$ cat src/logic/bubble_pkg.sv
`default_nettype none

package bubble_pkg;

    typedef logic [2:0]  img_t;         // flash image select
    typedef logic [11:0] pos_t;         // absolute bubble position
    typedef logic [11:0] page_t;        // bubble page number
    typedef logic [14:0] buf_addr_t;    // bubble output buffer address
    typedef logic [23:0] flash_addr_t;  // 00 iii pppppppppppp 0000000
    typedef logic [11:0] map_addr_t;    // bad-loop map index
    typedef logic [11:0] bit_cnt_t;     // bits moved within one phase

    typedef enum logic [2:0] {
        ph_idle,
        ph_wait_release,
        ph_cmd,
        ph_boot,
        ph_map,
        ph_fill,
        ph_page
    } load_phase_t;

    localparam int PAGE_COUNT = 2053;                // data pages per image
    localparam int PAGE_SHIFT = 45;                  // position to page rotation
    localparam page_t BOOT_PAGE = 12'h805;           // bootloader and map live here
    localparam int BOOT_BITS = 2656;
    localparam int MAP_BITS = 1168;
    localparam int FILL_LOOPS = 6;                   // leading filler loops in a page
    localparam int PAGE_LOOPS = 1030;                // good loops carrying data
    localparam buf_addr_t BOOT_BUF_BASE = 15'd4106;
    localparam buf_addr_t PAGE_BUF_BASE = 15'd14336;
    localparam logic [7:0] READ_CMD = 8'h03;         // plain read with 24-bit address

endpackage

`default_nettype wire
$ cat src/logic/flash_read_if.sv
`timescale 1ns/1ps
`default_nettype none

interface flash_read_if import bubble_pkg::*; ();

    logic        start;      // open a read at addr
    flash_addr_t addr;
    logic        next;       // one more bit please
    logic        stop;       // release chip select
    logic        bit_valid;
    logic        bit_data;
    logic        ready;      // reader can take start or next

    modport loader (
        output start, addr, next, stop,
        input  bit_valid, bit_data, ready
    );

    modport reader (
        input  start, addr, next, stop,
        output bit_valid, bit_data, ready
    );

endinterface

`default_nettype wire

$ cat src/logic/spi_flash_reader.sv
`timescale 1ns/1ps
`default_nettype none

module spi_flash_reader import bubble_pkg::*; (
    input  wire logic    MCLK,
    input  wire logic    rst,
    flash_read_if.reader bus,
    output logic         spi_cs_n,
    output logic         spi_clk,
    output logic         spi_mosi,
    input  wire logic    spi_miso
);

    typedef enum logic [1:0] {
        s_idle,
        s_cmd,
        s_ready,
        s_clk_low
    } rd_state_t;

    rd_state_t   state;
    logic [31:0] shift;      // command byte then address
    logic [4:0]  bit_cnt;
    logic        half;       // second half of a command bit

    assign bus.ready = (state == s_idle) || (state == s_ready);

    always_ff @(posedge MCLK)
    begin
        if (rst)
        begin
            state         <= s_idle;
            spi_cs_n      <= 1'b1;
            spi_clk       <= 1'b1;
            spi_mosi      <= 1'b0;
            half          <= 1'b0;
            bit_cnt       <= '0;
            bus.bit_valid <= 1'b0;
        end
        else
        begin
            bus.bit_valid <= 1'b0;
            if (bus.stop)
            begin
                state    <= s_idle;
                spi_cs_n <= 1'b1;
                spi_clk  <= 1'b1;    // park clock high
            end
            else
            begin
                case (state)
                    s_idle:
                    begin
                        if (bus.start)
                        begin
                            shift    <= {READ_CMD, bus.addr};
                            bit_cnt  <= '0;
                            half     <= 1'b0;
                            spi_cs_n <= 1'b0;
                            state    <= s_cmd;
                        end
                    end
                    s_cmd:
                    begin
                        if (!half)
                        begin
                            spi_clk  <= 1'b0;               // mosi changes with clock low
                            spi_mosi <= shift[31];
                            shift    <= {shift[30:0], 1'b0};
                            half     <= 1'b1;
                        end
                        else
                        begin
                            spi_clk <= 1'b1;                // flash samples here
                            half    <= 1'b0;
                            bit_cnt <= bit_cnt + 5'd1;
                            if (bit_cnt == 5'd31)
                                state <= s_ready;           // cs stays low
                        end
                    end
                    s_ready:
                    begin
                        if (bus.next)
                        begin
                            spi_clk <= 1'b0;                // flash drives next bit
                            state   <= s_clk_low;
                        end
                    end
                    default:
                    begin
                        spi_clk       <= 1'b1;
                        bus.bit_data  <= spi_miso;          // sampled on rising clock
                        bus.bit_valid <= 1'b1;
                        state         <= s_ready;
                    end
                endcase
            end
        end
    end

    // loader must wait for ready before asking for a bit
    a_next_when_ready: assert property (@(posedge MCLK) disable iff (rst)
        bus.next |-> bus.ready)
        else $error("next requested while the reader was busy");

endmodule

`default_nettype wire

$ cat src/flat_wrapper.sv
// flat-port wrapper written by rule: the top's interface ports become plain ports
module spi_flash_reader_flat import bubble_pkg::*;
  (MCLK, rst, spi_cs_n, spi_clk, spi_mosi, spi_miso, bus_start, bus_addr, bus_next, bus_stop, bus_bit_valid, bus_bit_data, bus_ready);
  flash_read_if bus_i ();
  input  wire logic MCLK;
  input  wire logic rst;
  output logic spi_cs_n;
  output logic spi_clk;
  output logic spi_mosi;
  input  wire logic spi_miso;
  input wire logic [$bits(bus_i.start)-1:0] bus_start;
  input wire logic [$bits(bus_i.addr)-1:0] bus_addr;
  input wire logic [$bits(bus_i.next)-1:0] bus_next;
  input wire logic [$bits(bus_i.stop)-1:0] bus_stop;
  output wire logic [$bits(bus_i.bit_valid)-1:0] bus_bit_valid;
  output wire logic [$bits(bus_i.bit_data)-1:0] bus_bit_data;
  output wire logic [$bits(bus_i.ready)-1:0] bus_ready;
  assign bus_i.start = bus_start;
  assign bus_i.addr = bus_addr;
  assign bus_i.next = bus_next;
  assign bus_i.stop = bus_stop;
  assign bus_bit_valid = bus_i.bit_valid;
  assign bus_bit_data = bus_i.bit_data;
  assign bus_ready = bus_i.ready;
  spi_flash_reader u_core (.MCLK(MCLK), .rst(rst), .bus(bus_i), .spi_cs_n(spi_cs_n), .spi_clk(spi_clk), .spi_mosi(spi_mosi), .spi_miso(spi_miso));
endmodule
$ cat config.mk
export PLATFORM = sky130hd
export DESIGN_NAME = spi_flash_reader_flat
export DESIGN_NICKNAME = d
export VERILOG_FILES = /design/src/logic/bubble_pkg.sv /design/src/logic/flash_read_if.sv /design/src/logic/spi_flash_reader.sv /design/src/flat_wrapper.sv
export SDC_FILE = /design/constraint.sdc
export NUM_CORES = 1
export LEC_CHECK = 0
export ABC_CLOCK_PERIOD_IN_PS = 6280
export BUFFER_PORTS_ARGS = -buffer_cell sky130_fd_sc_hd__buf_4
export CORE_MARGIN = 4
export CORE_UTILIZATION = 50
export CTS_CLUSTER_DIAMETER = 60
export DETAILED_ROUTE_END_ITERATION = 10
export GPL_TIMING_DRIVEN = 0
export MAX_ROUTING_LAYER = met4
export PLACE_DENSITY = 0.73
export SKIP_CTS_REPAIR_TIMING = 1
export SLEW_MARGIN = 30
export SYNTH_ARGS = -nofsm -noshare
export SYNTH_HDL_FRONTEND = slang
export SYNTH_SLANG_ARGS = --single-unit
export TNS_END_PERCENT = 1
$ cat constraint.sdc
create_clock -name MCLK -period 6.28 [get_ports MCLK]
set_input_delay 0.314 -clock MCLK [delete_from_list [all_inputs] [get_ports MCLK]]
set_output_delay 0.314 -clock MCLK [all_outputs]
set_load 0.005 [all_outputs]
* After elaboration in Yosys (flattened, before gate mapping)
Cells that the tools add are included.
** Word-level totals
- Logic and storage cells :: 54
- Output and inout port bits :: 6
- Bits in registers :: 45
- Bits of input ports :: 30
** Cells by class
- Bitwise operators :: 5
- Add/sub/neg operators :: 1
- Muxes and demuxes :: 18
- Reduce and logical (&&, ||, !) cells :: 13
- Equality and inequality tests :: 8
** Operators by type and width (count)
- $mux W32 :: 2
- $pmux W32 S2 :: 1
- $mux W5 :: 2
- $pmux W5 S2 :: 1
- $reduce_and A3 Y1 :: 3
- $mux W2 :: 4
- $reduce_and A4 Y1 :: 2
- $ne A2 B2 Y1 const B :: 3
- $pmux W2 S3 :: 1
- $add A5 B1 Y5 const B :: 1
- $eq A5 B5 Y1 const B :: 1
- $mux W1 :: 5
- $not A1 Y1 :: 5
- $reduce_and A5 Y1 :: 1
- $ne A2 B1 Y1 const B :: 2
- $reduce_and A2 Y1 :: 2
- $pmux W1 S3 :: 1
- $reduce_or A3 Y1 :: 1
- $eq A2 B1 Y1 const B :: 1
- $eq A2 B2 Y1 const B :: 1
- $logic_not A2 Y1 :: 1
- $pmux W1 S2 :: 1
- $reduce_bool A2 Y1 :: 1
- $reduce_or A2 Y1 :: 1
- $logic_or A1 B1 Y1 :: 1

* Longest topological paths before layout
Gate-level depths: netlist of the first run.
- Word-level depth :: 4
- Gate-level depth with buffers :: 6
- Depth with buffers taken out :: 6

* Worst setup path before layout of the first run
OpenSTA, ideal clock, no wires.
- Path kind :: reg-to-reg
- From :: reg u_core.state[0]
- To :: reg u_core.shift[0] (enable)
- Required time :: 5.758 ns
- Data arrival time :: 4.287 ns
- Buffers on the path :: 1
- Slack :: 1.471 ns
- Stages on the path, launching flop included :: 4
- Library setup time :: 0.522 ns
- Period minus slack after synthesis :: 4.809 ns
- Path through :: dfxtp_1 -> buf_4 -> nand2b_1 -> a2111oi_1
** On the way
- Cells in the longest elaborated chain, start to end :: 3
- Elaborated cells between the ends (all ways) :: 6
- Those cells by class :: eq/ne (3); reduce/logical (3)
** Ends and longest elaborated chain
- from (decl) :: RTL line spi_flash_reader.sv:21 : rd_state_t state;
- from (signal assigned) :: RTL line spi_flash_reader.sv:32 : state <= s_idle;
- from (signal assigned) :: RTL line spi_flash_reader.sv:45 : state <= s_idle;
- from (signal assigned) :: RTL line spi_flash_reader.sv:60 : state <= s_cmd;
- $eq A2 B1 Y1 / $logic_not A2 Y1 (equally long branches) :: RTL line spi_flash_reader.sv:51 : case (state)
- $ne A2 B2 Y1 (no source line) / $reduce_bool A2 Y1 (equally long branches)
- $reduce_and A5 Y1 (no source line) *
- to (signal assigned) :: RTL line spi_flash_reader.sv:56 : shift <= {READ_CMD, bus.addr};
- to (signal assigned) :: RTL line spi_flash_reader.sv:69 : shift <= {shift[30:0], 1'b0};
- to (decl) :: RTL line spi_flash_reader.sv:22 : logic [31:0] shift;
Every way passes the cells marked *; elsewhere a longest branch is shown, timed or not.
A chain may end at the register's enable or synchronous reset.

* Final worst setup path of the first run
Ends and elaborated chain as after synthesis.

==> out/results.ini, run 1 <==
[grt]
grt_max_degree = 14
grt_pass1_wl_um = 6189
antenna_found_initial = 0
gr-usage-all-layers_pct = 16.32
grt_pass1_vias = 1433
grt_remaining_overflow = 0

[finish]
layout_commonest_cell = nand2_1
area_delta_synth_final_pct = 22.36
final.fill_count = 313
drive_above_1_share_pct = 24.89
n_antenna_cell = 0
mostFrequentLayoutCells = 72 x nand2_1, 36 x buf_4, 33 x edfxtp_1
layout.nets = 264

[synthesis]
synth_ff_type = edfxtp_1
yosys_warnings = 0
synth.cell_area_um2 = 1942
synth_cell_type_count = 31
ys_seq_area_share_pct = 63.40
syn_inst = 185
synth_edf_count = 33
async_reset_ff_share_pct = 0
synth-seq-cells = 45
syn-num-nets = 217
syn_area_per_cell_um2 = 10.50

[floorplanning]
die_x_um = 70.32
coreArea_um2 = 3716
ios = 36
core.rowCount = 22
start_util_pct = 52.26
die_h_um = 70.32
die_area_um2 = 4945

[sta]
rsz0062_at_grt = no
finClkSkew_ns = 0.003363
finalCritPeriodShare_pct = 40.77
hold_viol_final = 0
timing.fmax_ghz = 0.3906
slew_headroom_pct = 56.65
report.final.slew_viol_count = 0
setup_violations = 0
tightest_slew_ns = 0.6489
fin_tns_setup_ns = 0
whs_ns = 0.1947
period_needed_ns = 2.560

[critical_path]
cp_slowest_stage_delay_ns = 0.67
critPathTopFamily = buffers and inverters
slowest_stage = a2111oi_2
crit_chain = buf_4 > nand2b_1 > a2111oi_2 > buf_2 > buf_4 > buf_2 > buf_2
required_ns = 6.28
path_buf_inv = 5
startpoint_type = register
endpoint_kind = register
crit_path_max_fanout = 10
crit_top_cell = buf_2
r2r_slack_ns = 3.72
critPathKind = reg2reg
cp.arrival_ns = 2.56

[route]
remaining_drc_errors = 0
route.top_layer_used = met4
met3_length_um = 195
antenna_left = 0
wl_um = 3706
wl_per_cell_um = 13.19
routed-wl-met2_um = 1851
firstDrtPassIters = 4
wl_met1_um = 1604
first_iter_violations = 75
num_vias = 1414
vias_per_cell = 5.032

[placement]
numPortBuffers = 34
dp_hpwl_um = 2753
place.gp.congestion = 0.8727

[cts]
htreeDepth = 2
clock_sinks = 45
cts_tree = yes
ctsRootBufferMaster = clkbuf_8
clock_path_buffers = 2
numCtsBuffers = 5
clkLatencyLatePin_ns = 0.29
clk_pin_slew_ns = 0.08

[job]
maxCapViolCount = 0

[hold_path]
hold_class = in2reg

[power]
p_leak_nw = 1.010
p_per_area_nw_per_um2 = 232.3
peakVddDrop_mv = 0.1296

[status]
status = finished clean

-- path summary, 6_finish.rpt --
path                                       endpoint            start  cells after the start
worst min register to register      u_core.spi_cs_n  u_core.spi_cs_n                      2
worst min-delay path            u_core.bus.bit_data         spi_miso                      1
worst max register to register      u_core.shift[0]  u_core.state[0]                      7
worst max-delay path                u_core.shift[0]  u_core.state[0]                      7
-- state kept, by name, summed over array words and instances (netlist names) --
signal                count
u_core.bus.bit_data       1
u_core.state              2
u_core.spi_mosi           1
u_core.spi_cs_n           1
u_core.spi_clk            1
u_core.bit_cnt            5
u_core.bus.bit_valid      1
u_core.half               1
u_core.shift             32
-- per-stage QoR --
stage / power (W) / std cells / cell area [um2] / utilization (%) / setup WS [ns]
finish: 0.0005519 / 281 / 2376 / 63.94 / 3.720
detailed placement: 0.0003918 / 273 / 2295 / 61.75 / 3.717
CTS: 0.0005554 / 281 / 2376 / 63.94 / 3.692
floorplan: 0.0003670 / 185 / 1942 / - / 1.471
global route: 0.0005741 / 281 / 2376 / 63.94 / 3.552
global placement: 0.0003885 / 267 / 2257 / 60.74 / 0.2370
-- where the power goes --
group,switching [W],internal [W],total (W)
Sequential,0.00000315,0.000330,0.000333
Combinational,0.0000264,0.0000255,0.0000519
Clock,0.0000923,0.0000750,0.000167
-- routing by layer --
metal | up-vias | global-route usage [%]
li1 | 720 | -
met1 | 649 | 18.82
met2 | 39 | 26.72
met3 | 6 | 4.892
met4 | 0 | 6.170
met5 | - | -
-- logic make-up after synthesis --
kind of cell	after synthesis	synth area share, %
compound gates	21	7.087
fa+ha+maj	2	1.288
buf+inv	11	2.641
flops	45	63.40
mux	2	1.224
simple gates	104	24.35
-- synthesized netlist by cell type, types with 4 or more instances --
cell type  number  area [um2]
and3_1          4       25.02
a21oi_1         7       35.03
dfxtp_1        12       240.2
o21ai_0         5       25.02
edfxtp_1       33       991.0
nor2_1          6       22.52
and2_1          7       43.79
buf_2           5       25.02
clkbuf_1        4       15.01
nand2b_1        7       43.79
nand2_1        72       270.3
-- cell type report --
| cell class | count | area (um2) | share of cell area (%) |
|---|---|---|---|
| buffer | 10 | 47.55 | 2.001 |
| inverter | 1 | 3.754 | 0.1580 |
| multi-input combinational | 129 | 664.4 | 27.96 |
| clock inverter | 3 | 12.51 | 0.5266 |
| clock buffer | 5 | 68.82 | 2.896 |
| sequential | 45 | 1231 | 51.82 |
| tap | 48 | 60.06 | 2.528 |
| timing repair buffer | 40 | 287.8 | 12.11 |
No activity file was read; power rests on OpenSTA's default activity.
==> run 2: changes to the inputs <==
ABC_AREA = 1   (was not set)
ABC_CLOCK_PERIOD_IN_PS = 2200   (was 6280)
CORE_UTILIZATION = 49   (was 50)
PLACE_DENSITY = 0.75   (was 0.73)
clock period = 2.2 ns   (was 6.28 ns; I/O delays follow)
==> out/results.ini, run 2 <==
[sta]
timing.fmax_ghz = 0.5503  ; +41%
finalCritPeriodShare_pct = 82.60  ; +42 points
report.final.slew_viol_count = 0  ; unchanged
hold_viol_final = 0  ; unchanged
period_needed_ns = 1.817  ; -0.7430 ns
slew_headroom_pct = 53.86  ; -2.8 points
rsz0062_at_grt = no
setup_violations = 0  ; unchanged
finClkSkew_ns = 0.007088  ; +0.003725 ns
tightest_slew_ns = 0.6904  ; +0.04148 ns

[synthesis]
synth_common_cells = 94 x nand2_1, 33 x edfxtp_1, 22 x nor2_1
netlist.top_cell.by_area = edfxtp_1
synth_cell_type_count = 18  ; -42%
syn-num-nets = 244  ; +12%
synth_most_common_cell = nand2_1
syn_area_per_cell_um2 = 9.136  ; -13%
ys_seq_area_share_pct = 63.57  ; +0.16 points
synth_top_area_share_pct = 51.16  ; +0.13 points
yosys_warnings = 0  ; unchanged
synth-seq-cells = 45  ; unchanged
synth_edf_count = 33  ; unchanged
synthTopCellsByArea = edfxtp_1 51%, nand2_1 18%, dfxtp_1 12%
syn_inst = 212  ; +15%
synth.cell_area_um2 = 1937  ; -0.26%
async_reset_ff_share_pct = 0  ; unchanged
synth_ff_type = edfxtp_1

[grt]
grt_pass1_vias = 1332  ; -7.0%
gr-usage-all-layers_pct = 15.09  ; -1.2 points
grt_pass1_wl_um = 5747  ; -7.1%
antenna_found_initial = 0  ; unchanged
grt_max_degree = 21  ; +7
grt_remaining_overflow = 0  ; unchanged

[finish]
largest_reg_flops = 32  ; unchanged
drive_above_1_share_pct = 21.40  ; -3.5 points
n_antenna_cell = 0  ; unchanged
largest-register = u_core.shift
final.fill_count = 351  ; +12%
layout_commonest_cell = nand2_1
layout.nets = 288  ; +9.1%
largestRegisters = u_core.shift x32, u_core.bit_cnt x5, u_core.state x2
finish.utilization_pct = 64.54  ; +0.60 points
area_delta_synth_final_pct = 24.74
mostFrequentLayoutCells = 94 x nand2_1, 35 x buf_4, 33 x edfxtp_1
finalNonFillerCells = 305  ; +8.5%

[critical_path]
cp.arrival_ns = 1.83  ; -0.73 ns
endpoint_kind = register
crit_path_max_fanout = 20  ; +10
cp_slowest_stage_delay_ns = 0.61  ; -0.06 ns
startpoint_type = register
r2r_slack_ns = 0.38  ; -3.34 ns
crit_chain = nor2_1 > nand2_1 > a21boi_4 > buf_8
critPathKind = reg2reg
reg2reg_depth = 4  ; -3
required_ns = 2.21  ; -4.07 ns
slowest_stage = a21boi_4

[placement]
dp_cells = 296  ; +8.4%
place.gp.congestion = 0.7479  ; -14%
dp_hpwl_um = 2448  ; -11%
numPortBuffers = 35  ; +2.9%

[floorplanning]
core.rowCount = 22  ; unchanged
die_h_um = 70.87  ; +0.78%
die_x_um = 70.87  ; +0.78%
start_util_pct = 51.74  ; -0.52 points
coreArea_um2 = 3744  ; +0.74%
ios = 36  ; unchanged
die_area_um2 = 5023  ; +1.6%

[cts]
clock_path_buffers = 2  ; unchanged
ctsRootBufferMaster = clkbuf_8
htreeDepth = 2  ; unchanged
clock_sinks = 45  ; unchanged
numCtsBuffers = 5  ; unchanged
cts_tree = yes
clkLatencyLatePin_ns = 0.30  ; about the same
clk_pin_slew_ns = 0.08  ; about the same

[route]
antenna_left = 0  ; unchanged
remaining_drc_errors = 0  ; unchanged
firstDrtPassIters = 4  ; unchanged
wl_per_cell_um = 11.40  ; -14%
wl_um = 3477  ; -6.2%
num_vias = 1429  ; +1.1%
vias_per_cell = 4.685  ; -6.9%
first_iter_violations = 56  ; -25%

[hold_path]
hold_class = in2reg
whs_path_depth = 2  ; +1

[power]
p_leak_nw = 1.106  ; +9.5%
peakVddDrop_mv = 0.5798  ; +350%
finalPower_w = 0.001779  ; +220%
p_per_area_nw_per_um2 = 736.2  ; +220%

[job]
maxCapViolCount = 0  ; unchanged

[status]
status = finished clean

run 2: cell count changes after synthesis, moves of 4 or more:
cell      previous run  this run
inv_1                1        19
and3_1               4         0
and2_1               7         0
nand2b_1             7         0
o21ai_0              5         1
nand2_1             72        94
clkbuf_1             4         0
nand3_1              1         7
nor2_1               6        22
run 2: stage by stage:
step                      setup TNS, ns  instance area (um2)  hold WS [ns]  setup WS [ns]
final                                 0                 2416      0.007388         0.3828
after global routing                  0                 2416      0.008368         0.2866
after CTS                             0                 2406      -0.01916         0.3839
after detailed placement              0                 2286        0.2915         0.3970
after global placement           -5.649                 2263        0.2889        -0.1774
after floorplan                       0                 1941        0.1791         0.2605
run 2: area by class of cell:
class / count / area [um2] / area share (%)
Sequential cell: 45 / 1231 / 50.96
Timing Repair Buffer: 37 / 287.8 / 11.91
Buffer: 6 / 42.54 / 1.761
Clock buffer: 6 / 82.58 / 3.418
Multi-Input combinational cell: 141 / 599.3 / 24.81
Inverter: 20 / 75.07 / 3.107
Clock inverter: 2 / 37.54 / 1.554
Tap cell: 48 / 60.06 / 2.486
run 2: logic make-up (layout without fill, tap and decap cells):
| logic type | count (synthesis) | in the layout | synth area share, % |
|---|---|---|---|
| AND/OR/NAND/NOR | 128 | 128 | 25.84 |
| flip-flops | 45 | 45 | 63.57 |
| buffers and inverters | 26 | 71 | 6.072 |
| AO/OA/AOI/OAI | 11 | 11 | 3.229 |
| adder cells (fa/ha/maj) | 2 | 2 | 1.292 |
run 2: path summary, 6_finish.rpt:
check	from	to
min reg2reg	u_core.spi_cs_n	u_core.spi_cs_n
max	u_core.state[1]	u_core.shift[10]
min	rst	u_core.bit_cnt[2]
max reg2reg	u_core.state[1]	u_core.shift[10]
run 2: metal layers:
| layer | global-route usage (%) | share of wire [%] |
|---|---|---|
| met5 | - | 0 |
| met4 | 6.889 | 1.7 |
| met3 | 3.835 | 3.7 |
| met2 | 22.35 | 46 |
| met1 | 19.50 | 48 |
run 2: report_power, final:
part / switching (W) / total (W) / internal [W]
Combinational: 0.0000906 / 0.000170 / 0.0000794
Sequential: 0.0000126 / 0.000960 / 0.000947
Clock: 0.000280 / 0.000649 / 0.000369
Total: 0.000383 / 0.00178 / 0.00140
run 2: critical path, delay by kind of cell (launching register included):
kind                   cells  cell delay (ns)
AOI/OAI and AO/OA          1             0.61
DFF                        1             0.37
and+or+nand+nor            2             0.30
buffers and inverters      1             0.24
==> run 3: changes to the inputs <==
ABC_AREA = 0   (was 1)
ABC_CLOCK_PERIOD_IN_PS = 1750   (was 2200)
CORE_UTILIZATION = 50   (was 49)
PLACE_DENSITY = 0.73   (was 0.75)
clock period = 1.75 ns   (was 2.2 ns; I/O delays follow)
==> out/results.ini, run 3 (same netlist as run 1, synthesis figures left out) <==
[status]
status = finished clean

[route]
firstDrtPassIters = 4  ; unchanged
remaining_drc_errors = 0  ; unchanged
vias_per_cell = 4.989  ; +6.5%
wl_per_cell_um = 12.57  ; +10%
num_vias = 1402  ; -1.9%
antenna_left = 0  ; unchanged
wl_um = 3531  ; +1.6%
first_iter_violations = 142  ; +150%

[sta]
period_needed_ns = 1.659  ; -0.1586 ns
slew_headroom_pct = 63.17  ; +9.3 points
timing.fmax_ghz = 0.6029  ; +9.6%
finClkSkew_ns = 0.006747  ; -0.0003414 ns
setup_ws_ns = 0.09141  ; -0.2914 ns
report.final.slew_viol_count = 0  ; unchanged
setup_violations = 0  ; unchanged
rsz0062_at_grt = no
finalCritPeriodShare_pct = 94.78  ; +12 points
hold_viol_final = 0  ; unchanged
tightest_slew_ns = 0.5525  ; -0.1379 ns

[critical_path]
r2r_end = u_core.shift[21]
cp_slowest_stage_delay_ns = 0.37  ; -0.24 ns
startpoint_type = register
r2r-start = u_core.state[0]
slowest_stage = dfxtp_4
required_ns = 1.77  ; -0.44 ns
crit_top_cell = buf_6
path_buf_inv = 3  ; +2
crit_chain = buf_6 > nand2b_4 > a2111oi_4 > buf_6 > buf_4
critPathKind = reg2reg
cp.depth = 5  ; +1
endpoint_kind = register
cp.arrival_ns = 1.68  ; -0.15 ns
r2r_slack_ns = 0.09  ; -0.29 ns
crit_path_max_fanout = 11  ; -45%
critPathTopFamily = buffers and inverters
startpoint = u_core.state[0]
reg2reg_depth = 5  ; +1

[cts]
clk_pin_slew_ns = 0.08  ; about the same
clkLatencyLatePin_ns = 0.29  ; about the same
numCtsBuffers = 5  ; unchanged
clock_path_buffers = 2  ; unchanged
ctsRootBufferMaster = clkbuf_8
clock_sinks = 45  ; unchanged
htreeDepth = 2  ; unchanged
cts_tree = yes

[hold_path]
whs_endpoint = u_core.state[1]
hp-start = bus_stop
whs_path_depth = 2  ; unchanged
hold_class = in2reg

[floorplanning]
die_h_um = 70.32  ; -0.78%
die_x_um = 70.32  ; -0.78%
ios = 36  ; unchanged
start_util_pct = 52.26  ; +0.52 points
die_area_um2 = 4945  ; -1.5%
coreArea_um2 = 3716  ; -0.74%
core.rowCount = 22  ; unchanged

[finish]
layout_commonest_cell = nand2_1
drive_above_1_share_pct = 26.61  ; +5.2 points
largestRegisters = u_core.shift x32, u_core.bit_cnt x5, u_core.state x2
largest-register = u_core.shift
multi_input_area_um2 = 691.9  ; +15%
final.fill_count = 296  ; -16%
largest_reg_flops = 32  ; unchanged
stdcell_area_um2 = 2456  ; +1.7%
regArea_um2 = 1235  ; +0.30%
area_delta_synth_final_pct = 26.48
n_antenna_cell = 0  ; unchanged
mostFrequentLayoutCells = 72 x nand2_1, 36 x buf_4, 33 x edfxtp_1
layout.nets = 264  ; -8.3%
finish.utilization_pct = 66.09  ; +1.6 points

[power]
power.clock.fraction_pct = 31.8  ; -4.7 points
p_per_area_nw_per_um2 = 832.0  ; +13%
power.internal_w = 0.001604  ; +15%
combPwrFrac_pct = 9.8  ; +0.2 points
pwr-share-seq_pct = 58.4  ; +4.5 points
swShare_pct = 21.50  ; -0.038 points
power.switching_w = 0.0004395  ; +15%
p_leak_nw = 1.028  ; -7.1%
peakVddDrop_mv = 0.5454  ; -5.9%

[placement]
dp_hpwl_um = 2623  ; +7.2%
place.gp.congestion = 0.8232  ; +10%
numPortBuffers = 34  ; -2.9%
place_area_um2 = 2332  ; +2.0%
dpl_worst_slack_ns = -0.2887  ; -0.6857 ns

[grt]
grt_max_degree = 15  ; -29%
grt_pass1_vias = 1385  ; +4.0%
grt_remaining_overflow = 0  ; unchanged
grt_pass1_wl_um = 6120  ; +6.5%
antenna_found_initial = 0  ; unchanged
gr-usage-all-layers_pct = 15.79  ; +0.71 points

[job]
maxCapViolCount = 0  ; unchanged

[run 3: changes by cell type in the layout (fill, tap and decap cells not counted), moves of 4 or more]
cell and change:
and2_1 +7, and3_1 +4, clkbuf_1 +4, inv_1 -18
nand2_1 -22, nand2b_1 +5, nand3_1 -6, nor2_1 -16
o21ai_0 +4
[run 3: power by group through the flow]
stage	logic, W	clock network [W]	registers [W]
floorplan	0.000106	0	0.00122
global placement	0.000181	0	0.00122
detailed placement	0.000196	0	0.00122
CTS	0.000197	0.000662	0.00120
global route	0.000226	0.000723	0.00120
finish	0.000200	0.000650	0.00119
[run 3: final cells by class]
cell class                      count  area share (%)
Buffer                             10           2.089
Clock buffer                        6           3.362
Clock inverter                      2          0.5604
Inverter                            1          0.1528
Multi-Input combinational cell    129           28.17
Sequential cell                    45           50.28
Tap cell                           48           2.445
Timing Repair Buffer               40           12.94
[run 3: worst max-delay path by stage]
| stage | slack, ns | to |
|---|---|---|
| 5_1_grt | 0.01 | u_core.shift[19] |
| 6_report | 0.09 | u_core.shift[21] |
| 3_3_place_gp | -0.89 | u_core.shift[15] |
| 4_1_cts | -0.33 | u_core.shift[7] |
| 2_1_floorplan | -0.51 | u_core.shift[0] |
| 3_5_place_dp | -0.29 | u_core.shift[6] |
[run 3: through the flow]
step | hold slack, ns | std cells | TNS, ns | power [W]
2_1_floorplan | 0.1668 | 185 | -16.16 | 0.001323
3_3_place_gp | 0.2675 | 267 | -28.34 | 0.001401
3_5_place_dp | 0.2729 | 271 | -4.410 | 0.001416
4_1_cts | -0.03012 | 279 | -5.267 | 0.002055
5_1_grt | 0.03639 | 281 | 0 | 0.002145
6_report | 0.04120 | 281 | 0 | 0.002044
[run 3: per-layer routing]
layer	routed length, um	track usage [%]	vias to the layer above
met4	43	5.745	0
li1	-	-	721
met5	0	-	-
met2	1708	25.16	26
met1	1636	19.76	650
met3	144	3.453	5
